### src/cutter_stream_pkg.sv
package cutter_stream_pkg;

	// Stream geometry
	localparam int data_width  = 256;
	localparam int strb_width  = data_width / 8;   // One strobe bit per byte
	localparam int tuser_width = 128;

	localparam int count_width     = 32;          // Width of cut_words
	localparam int fifo_depth_bits = 3;           // Input buffer holds 8 words

	// One stream beat as it sits in the input buffer
	typedef struct packed {
		logic [data_width-1:0]  data;
		logic [strb_width-1:0]  strb;
		logic [tuser_width-1:0] user;
		logic                   last;
	} stream_word_t;

	// Widen each strobe bit to cover its byte lane
	// Strobe bit i covers data bits 8*i+7 down to 8*i
	function automatic logic [data_width-1:0] strb_to_mask(
		input logic [strb_width-1:0] strb
	);
		logic [data_width-1:0] mask;
		for (int i = 0; i < strb_width; i++) begin
			mask[8*i +: 8] = {8{strb[i]}};
		end
		return mask;
	endfunction

endpackage

### src/cutter_hash_pkg.sv
package cutter_hash_pkg;

	import cutter_stream_pkg::*;

	localparam int hash_width = 128;               // Folded digest
	localparam int hash_bytes = hash_width / 8;

	// Digest sits in the upper byte lanes
	localparam logic [strb_width-1:0] hash_strb =
		{{hash_bytes{1'b1}}, {(strb_width - hash_bytes){1'b0}}};

	// Running XOR over the dropped tail, one full data word wide
	typedef logic [data_width-1:0] acc_t;

	// Fold the accumulator down to the digest width
	function automatic logic [hash_width-1:0] fold_hash(input acc_t acc);
		return acc[hash_width-1:0] ^ acc[2*hash_width-1:hash_width];
	endfunction

	// Digest in the top bytes of a data word, rest zero
	function automatic logic [data_width-1:0] digest_word(
		input logic [hash_width-1:0] digest
	);
		return {digest, {(data_width - hash_width){1'b0}}};
	endfunction

endpackage

### src/stream_fifo.sv
`timescale 1ns/1ps

module stream_fifo #(
	parameter type payload_t  = logic [7:0],
	parameter int  depth_bits = 3
) (
	input  logic     axi_aclk,
	input  logic     axi_resetn,
	input  payload_t din,
	input  logic     wr_en,
	input  logic     rd_en,
	output payload_t dout,
	output logic     empty,
	output logic     nearly_full
);

	localparam int depth = 2 ** depth_bits;

	payload_t mem [depth];

	logic [depth_bits-1:0] wr_ptr;
	logic [depth_bits-1:0] rd_ptr;
	logic [depth_bits:0]   count;       // One extra bit to tell full from empty
	logic                  full;

	assign dout        = mem[rd_ptr];  // Head shows without a read
	assign empty       = (count == '0);
	assign full        = (count == depth);
	assign nearly_full = (count >= depth - 1); // Room for a write already on its way

	always_ff @(posedge axi_aclk) begin
		if (wr_en) begin
			mem[wr_ptr] <= din;
		end
	end

	always_ff @(posedge axi_aclk) begin
		if (!axi_resetn) begin
			wr_ptr <= '0;
			rd_ptr <= '0;
			count  <= '0;
		end else begin
			if (wr_en) begin
				wr_ptr <= wr_ptr + 1'b1;
			end
			if (rd_en) begin
				rd_ptr <= rd_ptr + 1'b1;
			end
			case ({wr_en, rd_en})
				2'b10: count <= count + 1'b1;
				2'b01: count <= count - 1'b1;
				default: count <= count;   // Both or neither
			endcase
		end
	end

	// Upstream must respect nearly_full
	a_no_overflow: assert property (
		@(posedge axi_aclk) disable iff (!axi_resetn)
		!(wr_en && full)
	) else $error("stream_fifo write while full");

	// Consumer only pops a word it has seen at the head
	a_no_underflow: assert property (
		@(posedge axi_aclk) disable iff (!axi_resetn)
		!(rd_en && empty)
	) else $error("stream_fifo read while empty");

endmodule

### src/cut_control.sv
`timescale 1ns/1ps

module cut_control
	import cutter_stream_pkg::*;
	import cutter_hash_pkg::*;
(
	input  logic                   axi_aclk,
	input  logic                   axi_resetn,
	input  logic                   cut_en,
	input  logic [count_width-1:0] cut_words,
	input  stream_word_t           head,
	input  logic                   empty,
	output logic                   rd_en,
	output stream_word_t           out_word,
	output logic                   out_valid,
	input  logic                   out_ready,
	output logic                   acc_clear,
	output logic                   acc_absorb,
	input  logic [hash_width-1:0]  digest
);

	typedef enum logic [3:0] {
		s_wait   = 4'b0001,   // Head is a first word
		s_pass   = 4'b0010,
		s_absorb = 4'b0100,   // Dropping the tail into the hash
		s_digest = 4'b1000
	} state_t;

	state_t                 state;
	state_t                 state_next;
	logic                   cut_act;       // Cut in force for this packet
	logic                   cut_act_next;
	logic [count_width-1:0] count;         // Words still to pass before the cut
	logic [count_width-1:0] count_next;
	logic [tuser_width-1:0] last_user;

	logic                   first;
	logic                   active;
	logic [count_width-1:0] remaining;

	// On a first word the live config applies, later the latched one
	assign first     = (state == s_wait);
	assign active    = first ? (cut_en && (cut_words != '0)) : cut_act;
	assign remaining = first ? cut_words : count;

	always_comb begin
		state_next   = state;
		cut_act_next = cut_act;
		count_next   = count;
		rd_en        = 1'b0;
		out_word     = head;
		out_valid    = 1'b0;
		acc_clear    = 1'b0;
		acc_absorb   = 1'b0;

		case (state)
			s_wait, s_pass: begin
				out_valid = !empty;
				if (!empty && out_ready) begin
					rd_en        = 1'b1;
					acc_clear    = first;     // Fresh hash per packet
					cut_act_next = active;
					count_next   = remaining - 1'b1;
					if (head.last) begin
						state_next = s_wait;
					end else if (active && (remaining == count_width'(1))) begin
						state_next = s_absorb;   // Last kept word, tail follows
					end else begin
						state_next = s_pass;
					end
				end
			end

			s_absorb: begin
				if (!empty) begin
					rd_en      = 1'b1;
					acc_absorb = 1'b1;
					if (head.last) begin
						state_next = s_digest;
					end
				end
			end

			s_digest: begin
				out_word.data = digest_word(digest);
				out_word.strb = hash_strb;
				out_word.user = last_user;
				out_word.last = 1'b1;
				out_valid     = 1'b1;
				if (out_ready) begin
					state_next = s_wait;
				end
			end

			default: state_next = s_wait;
		endcase
	end

	always_ff @(posedge axi_aclk) begin
		if (!axi_resetn) begin
			state   <= s_wait;
			cut_act <= 1'b0;
			count   <= '0;
		end else begin
			state   <= state_next;
			cut_act <= cut_act_next;
			count   <= count_next;
		end
	end

	// Closing word takes the user data of the packet's last input word
	always_ff @(posedge axi_aclk) begin
		if (acc_absorb && head.last) begin
			last_user <= head.user;
		end
	end

	a_state_legal: assert property (
		@(posedge axi_aclk) disable iff (!axi_resetn)
		$onehot(state)
	) else $error("cut_control state not one-hot");

endmodule

### src/hash_accumulator.sv
`timescale 1ns/1ps

module hash_accumulator
	import cutter_stream_pkg::*;
	import cutter_hash_pkg::*;
(
	input  logic                  axi_aclk,
	input  logic                  axi_resetn,
	input  logic                  acc_clear,
	input  logic                  acc_absorb,
	input  logic [data_width-1:0] tdata,
	input  logic [strb_width-1:0] tstrb,
	output logic [hash_width-1:0] digest
);

	acc_t acc;
	acc_t masked;

	// Bytes with a low strobe bit do not count
	assign masked = tdata & strb_to_mask(tstrb);

	always_ff @(posedge axi_aclk) begin
		if (!axi_resetn) begin
			acc <= '0;
		end else if (acc_clear) begin
			// Clear wins but keeps a word absorbed in the same cycle
			acc <= acc_absorb ? masked : '0;
		end else if (acc_absorb) begin
			acc <= acc ^ masked;
		end
	end

	assign digest = fold_hash(acc);   // Straight from the register

endmodule

### src/output_slice.sv
`timescale 1ns/1ps

module output_slice
	import cutter_stream_pkg::*;
(
	input  logic                   axi_aclk,
	input  logic                   axi_resetn,
	input  stream_word_t           in_word,
	input  logic                   in_valid,
	output logic                   in_ready,
	output logic [data_width-1:0]  m_axis_tdata,
	output logic [strb_width-1:0]  m_axis_tstrb,
	output logic [tuser_width-1:0] m_axis_tuser,
	output logic                   m_axis_tlast,
	output logic                   m_axis_tvalid,
	input  logic                   m_axis_tready
);

	logic load;

	// Accept when empty or when the held word leaves this cycle
	assign in_ready = !m_axis_tvalid || m_axis_tready;
	assign load     = in_valid && in_ready;

	always_ff @(posedge axi_aclk) begin
		if (!axi_resetn) begin
			m_axis_tvalid <= 1'b0;
		end else if (load) begin
			m_axis_tvalid <= 1'b1;
		end else if (m_axis_tready) begin
			m_axis_tvalid <= 1'b0;   // Drained
		end
	end

	always_ff @(posedge axi_aclk) begin
		if (load) begin
			m_axis_tdata <= in_word.data;
			m_axis_tstrb <= in_word.strb;
			m_axis_tuser <= in_word.user;
			m_axis_tlast <= in_word.last;
		end
	end

	a_hold_stalled: assert property (
		@(posedge axi_aclk) disable iff (!axi_resetn)
		m_axis_tvalid && !m_axis_tready |=> m_axis_tvalid && $stable(m_axis_tdata)
			&& $stable(m_axis_tstrb) && $stable(m_axis_tuser) && $stable(m_axis_tlast)
	) else $error("output_slice changed a stalled word");

endmodule

### src/packet_cutter.sv
`timescale 1ns/1ps

module packet_cutter
	import cutter_stream_pkg::*;
	import cutter_hash_pkg::*;
(
	input  logic                   axi_aclk,
	input  logic                   axi_resetn,

	input  logic [data_width-1:0]  s_axis_tdata,
	input  logic [strb_width-1:0]  s_axis_tstrb,
	input  logic [tuser_width-1:0] s_axis_tuser,
	input  logic                   s_axis_tvalid,
	output logic                   s_axis_tready,
	input  logic                   s_axis_tlast,

	output logic [data_width-1:0]  m_axis_tdata,
	output logic [strb_width-1:0]  m_axis_tstrb,
	output logic [tuser_width-1:0] m_axis_tuser,
	output logic                   m_axis_tvalid,
	input  logic                   m_axis_tready,
	output logic                   m_axis_tlast,

	input  logic                   cut_en,
	input  logic [count_width-1:0] cut_words
);

	stream_word_t           in_word;
	stream_word_t           head;
	stream_word_t           out_word;
	logic                   fifo_wr_en;
	logic                   fifo_rd_en;
	logic                   fifo_empty;
	logic                   fifo_nearly_full;
	logic                   out_valid;
	logic                   out_ready;
	logic                   acc_clear;
	logic                   acc_absorb;
	logic [hash_width-1:0]  digest;

	assign in_word       = '{data: s_axis_tdata, strb: s_axis_tstrb,
	                         user: s_axis_tuser, last: s_axis_tlast};
	assign s_axis_tready = !fifo_nearly_full;
	assign fifo_wr_en    = s_axis_tvalid && s_axis_tready;

	stream_fifo #(
		.payload_t  (stream_word_t),
		.depth_bits (fifo_depth_bits)
	) stream_fifo_i (
		.axi_aclk    (axi_aclk),
		.axi_resetn  (axi_resetn),
		.din         (in_word),
		.wr_en       (fifo_wr_en),
		.rd_en       (fifo_rd_en),
		.dout        (head),
		.empty       (fifo_empty),
		.nearly_full (fifo_nearly_full)
	);

	cut_control cut_control_i (
		.axi_aclk   (axi_aclk),
		.axi_resetn (axi_resetn),
		.cut_en     (cut_en),
		.cut_words  (cut_words),
		.head       (head),
		.empty      (fifo_empty),
		.rd_en      (fifo_rd_en),
		.out_word   (out_word),
		.out_valid  (out_valid),
		.out_ready  (out_ready),
		.acc_clear  (acc_clear),
		.acc_absorb (acc_absorb),
		.digest     (digest)
	);

	// Hash sees the head word directly, absorb qualifies it
	hash_accumulator hash_accumulator_i (
		.axi_aclk   (axi_aclk),
		.axi_resetn (axi_resetn),
		.acc_clear  (acc_clear),
		.acc_absorb (acc_absorb),
		.tdata      (head.data),
		.tstrb      (head.strb),
		.digest     (digest)
	);

	output_slice output_slice_i (
		.axi_aclk      (axi_aclk),
		.axi_resetn    (axi_resetn),
		.in_word       (out_word),
		.in_valid      (out_valid),
		.in_ready      (out_ready),
		.m_axis_tdata  (m_axis_tdata),
		.m_axis_tstrb  (m_axis_tstrb),
		.m_axis_tuser  (m_axis_tuser),
		.m_axis_tlast  (m_axis_tlast),
		.m_axis_tvalid (m_axis_tvalid),
		.m_axis_tready (m_axis_tready)
	);

endmodule

### config.mk
export PLATFORM = sky130hd
export DESIGN_NAME = packet_cutter
export DESIGN_NICKNAME = d
export VERILOG_FILES = /design/src/cutter_stream_pkg.sv /design/src/cutter_hash_pkg.sv /design/src/stream_fifo.sv /design/src/cut_control.sv /design/src/hash_accumulator.sv /design/src/output_slice.sv /design/src/packet_cutter.sv
export SDC_FILE = /design/constraint.sdc
export NUM_CORES = 2
export LEC_CHECK = 0
export BUFFER_PORTS_ARGS = -buffer_cell sky130_fd_sc_hd__buf_2
export CAP_MARGIN = 20
export CORE_MARGIN = 3
export CORE_UTILIZATION = 55
export DETAILED_ROUTE_END_ITERATION = 6
export PLACE_DENSITY = 0.73
export SLEW_MARGIN = 20
export SYNTH_ARGS = -nofsm -noshare
export SYNTH_HDL_FRONTEND = slang
export SYNTH_SLANG_ARGS = --single-unit
### constraint.sdc
create_clock -name axi_aclk -period 78 [get_ports axi_aclk]
set_input_delay 7.8 -clock axi_aclk [delete_from_list [all_inputs] [get_ports axi_aclk]]
set_output_delay 7.8 -clock axi_aclk [all_outputs]
set_load 0.005 [all_outputs]
# --- Yosys cells after proc, flatten, opt, wreduce, memory -nomap -nowiden ---
# Memory sizes are Yosys's and may differ from the RTL's. A register that Yosys moved wholly into a read port is not among the register bits.
# Cells that the tools add are included.
totals:
  input_bits: 454
  ram_bits: 3336
  n_memories: 1
  output_inout_bits: 419
  register_bits: 849
  word_cells: 80
classes:
  muxes: 27
  add_sub_neg: 5
  n_reduce_logical: 18
  n_bitwise: 3
  n_eq_ne: 11
  magnitude_cmp: 1
mem_list:
  columns: ["memory", "words", "width", "read_ports", "rd_clocked_by_memory_dff", "write_ports", "line", "rtl"]
  rows:
  - ["stream_fifo_i.mem", 8, 417, 1, 1, 1, "stream_fifo.sv:19", "payload_t mem [depth];"]
op_table:
  columns: ["cell", "n"]
  rows:
  - ["two-way mux 256 bit", 3]
  - ["two-way mux 417 bit", 1]
  - ["AND 256 bit", 1]
  - ["bitwise XOR 256 bit", 1]
  - ["bitwise XOR 128 bit", 1]
  - ["equality test 32 x 1 -> 1 bit, second input constant", 1]
  - ["two-way mux 32 bit", 1]
  - ["nonzero test 32 bit", 1]
  - ["subtractor 32 x 1 -> 32 bit, second input constant", 1]
  - ["two-way mux 4 bit", 5]
  - ["case mux 4 bit (3 select lines)", 1]
  - ["two-way mux 1 bit", 10]
  - ["two-way mux 3 bit", 3]
  - ["case mux 4 bit (2 select lines)", 1]
  - ["adder 3 x 1 -> 3 bit, second input constant", 2]
  - ["logical AND 1 bit", 6]
  - ["!= test 2 x 1 -> 1 bit, second input constant", 3]
  - ["nonzero test 2 bit", 3]
  - ["adder 4 x 1 -> 4 bit, second input constant", 1]
  - ["equality test 4 x 1 -> 1 bit, second input constant", 1]
  - ["equality test 4 x 2 -> 1 bit, second input constant", 1]
  - ["equality test 4 x 3 -> 1 bit, second input constant", 1]
  - ["equality test 4 bit, second input constant", 1]
  - ["greater-or-equal comparator 4 x 3 -> 1 bit, second input constant", 1]
  - ["other kinds (11)", 14]

# --- Depth between registers and ports, before layout ---
logic_depth:
  depth_word: 8
  ltp_mapped: 16
  ltp_nobuf: 10

# --- Modules after synthesis ---
# A second synthesis with hierarchy kept.
unflattened:
  hier_cells: 8407
  hier_area_um2: 162812.4
by_module_without_submodules:
  columns: ["mod", "area_each_um2", "n_inst", "cells_per_inst", "seq_area_each_um2"]
  rows:
  - ["stream_fifo", 125510.4, 1, 4890, 100436.3]
  - ["hash_accumulator", 13476.7, 1, 1524, 5124.9]
  - ["output_slice", 12579.6, 1, 422, 12542.0]
  - ["cut_control", 11235.8, 1, 1569, 4584.4]
  - ["packet_cutter", 10.0, 1, 2, 0.0]

# --- Least setup slack after synthesis ---
# OpenSTA, ideal clock, no wires.
synth_path:
  path_type: "in2reg"
  startpoint: "in m_axis_tready"
  endpoint: "reg output_slice_i.m_axis_tdata[0] (enable)"
  setup_slack_ps: 39349
  t_arrival_ps: 36876
  setup_time_ps: 1775
  n_path_buf: 0
  required_ps: 76225
  cell_stages: 2
  path_cell_list: "nor2b_1 -> o21ai_0"
synth_via:
  elab_chain_len: 2
synth_lines:
  columns: ["item", "line", "rtl"]
  rows:
  - ["from (decl)", "packet_cutter.sv:21", "input logic m_axis_tready,"]
  - ["logical OR 1 bit", "output_slice.sv:22", "assign in_ready = !m_axis_tvalid || m_axis_tready;"]
  - ["logical AND 1 bit", "output_slice.sv:23", "assign load = in_valid && in_ready;"]
  - ["net output_slice_i.load", "output_slice.sv:19", "logic load;"]
  - ["to (signal assigned)", "output_slice.sv:37", "m_axis_tdata <= in_word.data;"]
  - ["to (decl)", "output_slice.sv:11", "output logic [data_width-1:0] m_axis_tdata,"]
# The timed path passes the listed nets, and every way through them passes these cells.
# A chain may end at the register's enable or synchronous reset.

# --- Worst setup path in the final report ---
layout_path:
  startpoint: "in s_axis_tvalid"
  endpoint: "mem stream_fifo_i.mem[2][49] (netlist bit) (enable)"
layout_via:
  elab_chain_len: 3
layout_lines:
  columns: ["item", "line", "rtl"]
  rows:
  - ["from (decl)", "packet_cutter.sv:13", "input logic s_axis_tvalid,"]
  - ["logical AND 1 bit", "packet_cutter.sv:44", "assign fifo_wr_en = s_axis_tvalid && s_axis_tready;"]
  - ["two-way mux 1 bit", "stream_fifo.sv:32", "if (wr_en) begin"]
  - ["two-way mux 1 bit (not written as such)", "stream_fifo.sv:33", "mem[wr_ptr] <= din;"]
  - ["to (decl)", "stream_fifo.sv:19", null]
# No other way between the ends.

==> results.json <==
{
  "finalHoldViolations": 0,
  "synth_top_cell_area_share_pct": 73.0,
  "placed_cells": 12700,
  "fin_skew_ns": 0.0631,
  "outcome": "complete, no violations",
  "end_kind": "flip-flop",
  "drt_first_pass_iters": 6,
  "synth_cell_type_count": 66,
  "dieHeight_um": 545,
  "ioPinCount": 873,
  "p_per_area_nw_per_um2": 33.9,
  "synth_flop_cell": "edfxtp_1",
  "final_util_pct": 63.2,
  "synth_nets": 8730,
  "initial_core_util_pct": 55.4,
  "nFillCells": 19300,
  "grt_pass1_wl_mm": 560,
  "grt_max_degree": 159,
  "timing.final.crit_share_pct": 14.4,
  "cts_setup_buffers": 0,
  "numCtsBuffers": 408,
  "fin_setup_tns_ns": 0,
  "root_buffer": "clkbuf_16",
  "wl_mm": 386,
  "final_antenna_net_count": 0,
  "finalNonFillerCells": 13500,
  "clk_pin_slew_worst_paths_ns": 0.06,
  "syn_to_final_growth_pct": 14.2,
  "track_usage_pct": 25.8,
  "hpwl_mm": 232,
  "fmax_mhz": 88.9,
  "crit_arrival_ns": 11.77,
  "tightest_slew_ns": 1.26,
  "clock-sinks": 4188,
  "cts_resized": 0,
  "cts_tree": "done",
  "synth_edf_count": 3881,
  "layout.nets": 9740,
  "synthTopCellsByCount": "edfxtp_1, nor2_1, mux4_2",
  "h-tree-depth": 5,
  "path_max_fanout": 107,
  "antenna_found_initial": 228,
  "synthTopCellsByArea": "edfxtp_1, mux4_2, dfxtp_1, nor2_1, xor2_1",
  "core-area_um2": 288000,
  "grt_pass1_vias": 80900,
  "hp-class": "reg2reg",
  "worstPathRequired_ns": 78.52,
  "setup_viol": 0,
  "drtIter0Drc": 9393,
  "postCtsHoldBufs": 0,
  "drc": 0,
  "total_power_mw": 6.17,
  "cts_max_path_buffers": 4,
  "clock_latency_ns": 0.95,
  "async_reset_ff_share_pct": 0,
  "rsz0062_at_grt": "false",
  "yosysSeqAreaShare_pct": 76.9,
  "yosysMostFrequentCell": "edfxtp_1",
  "min_period_ns": 11.25,
  "ir_drop_mv": 0.0559,
  "vias": 81800,
  "p_leak_nw": 59.9,
  "portBuffers": 872,
  "ys_warn_count": 0,
  "ys_ff_latch": 4188,
  "syn_inst": 8269,
  "row_count": 197,
  "start_kind": "primary input",
  "synth.avg_cell_area_um2": 19.3,
  "syn-cell-area_um2": 160000,
  "report.final.slew_viol_count": 0,
  "hp-start": "cut_control_i.cut_act",
  "criticalPathCategory": "in2reg",
  "avgRoutedWirePerCell_um": 28.6,
  "viasPerCell": 6.04,
  "max_cap_viol_count": 0,
  "routabilityCongestion": 0.842,
  "fp.dieArea_um2": 297000,
  "die_w_um": 545,
  "drive_above_1_share_pct": 27.3,
  "yosysTopAreaCell": "edfxtp_1",
  "maxSlewHeadroom_pct": 16.0,
  "grt-ovfl-total": 0,
  "timing.hold.ws_ns": 0.455,
  "setup.worst_path.start": "s_axis_tvalid"
}
-- worst paths after layout --
kind	endpoint	slack, ns	depth (start not counted)
worst max-delay path	stream_fifo_i.mem[2][49]	66.75	8
worst min-delay path	cut_control_i.cut_act	0.46	2
worst max register to register	hash_accumulator_i.acc[108]	72.21	10
worst min register to register	cut_control_i.cut_act	0.46	2
-- where the power goes --
part / internal, mW / switching (mW)
registers: 2.80 / 0.0997
logic: 0.505 / 0.813
clock network: 1.12 / 0.834
-- cells in the final DEF, fill, tap and decap left out, types with 6 or more instances in the layout --
| cell | count |
|---|---|
| a21oi_1 | 171 |
| a31oi_1 | 10 |
| and2_1 | 22 |
| buf_12 | 22 |
| buf_2 | 872 |
| buf_4 | 107 |
| bufinv_16 | 34 |
| clkbuf_1 | 84 |
| clkbuf_16 | 413 |
| clkbuf_8 | 30 |
| clkinv_1 | 81 |
| clkinv_16 | 12 |
| clkinv_2 | 75 |
| clkinvlp_4 | 12 |
| dfxtp_1 | 304 |
| diode_2 | 119 |
| edfxtp_1 | 3881 |
| ha_1 | 7 |
| inv_6 | 12 |
| mux2_2 | 164 |
| mux2i_1 | 264 |
| mux2i_2 | 7 |
| mux4_2 | 834 |
| nand2_1 | 363 |
| nand2b_1 | 20 |
| nand3_1 | 18 |
| nor2_1 | 1197 |
| nor2_4 | 6 |
| nor3_1 | 26 |
| nor4_1 | 12 |
| o21a_1 | 6 |
| o21ai_0 | 35 |
| or3_1 | 12 |
| or4_1 | 9 |
| xor2_1 | 391 |
-- critical path: stages --
cell     delay, ns
buf_2         0.12
nand2_1       0.12
or2_2         0.42
nor2_4        0.11
buf_4         0.81
buf_12        0.57
buf_4         0.74
buf_4         0.78
-- stage by stage --
stage               area (um2)  setup WS, ns
floorplan               160000         39.35
global placement        169000         65.61
detailed placement      169000         65.77
CTS                     182000         66.75
global route            182000         66.59
finish                  182000         66.75
-- layout make-up --
| type | count | area, um2 | share of cell area, % |
|---|---|---|---|
| Sequential cell | 4188 | 123000 | 67.3 |
| Multi-Input combinational cell | 3673 | 35500 | 19.5 |
| Clock buffer | 527 | 11100 | 6.07 |
| Timing Repair Buffer | 1003 | 5630 | 3.09 |
| Tap cell | 3781 | 4730 | 2.59 |
| Clock inverter | 232 | 2360 | 1.29 |
| Antenna cell | 119 | 298 | 0.163 |
| Inverter | 5 | 26.3 | 0.0144 |
-- cell families (layout without fill, tap and decap cells) --
kind of cell | Yosys count | in the layout | share of synthesized area [%]
flip-flops | 4188 | 4188 | 76.9
AND/OR/NAND/NOR | 1724 | 1724 | 4.30
multiplexers | 1269 | 1269 | 14.6
buffers and inverters | 408 | 1767 | 0.980
XOR/XNOR | 394 | 394 | 2.16
AO/OA/AOI/OAI | 279 | 279 | 1.02
adder cells (fa/ha/maj) | 7 | 7 | 0.0549
other | 0 | 119 | 0
-- registers in the layout, summed over array words and instances (netlist names), named ones only --
register and cells:
cut_control_i.count 32, cut_control_i.cut_act 1, cut_control_i.last_user 128, cut_control_i.state 4, hash_accumulator_i.acc 256, output_slice_i.m_axis_tdata 256, output_slice_i.m_axis_tlast 1, output_slice_i.m_axis_tstrb 32
output_slice_i.m_axis_tuser 128, output_slice_i.m_axis_tvalid 1, stream_fifo_i.count 4, stream_fifo_i.mem 3336, stream_fifo_i.rd_ptr 3, stream_fifo_i.wr_ptr 3
-- metal layers --
layer  up-vias  global-route usage (%)  wire length [um]
met4       130                    9.22             15000
met2      4095                    39.6            182000
met1     42200                    35.7            148000
met5         -                       0               855
li1      34500                       -                 -
met3       816                    7.29             40500
(Power assumes the default switching activity.)
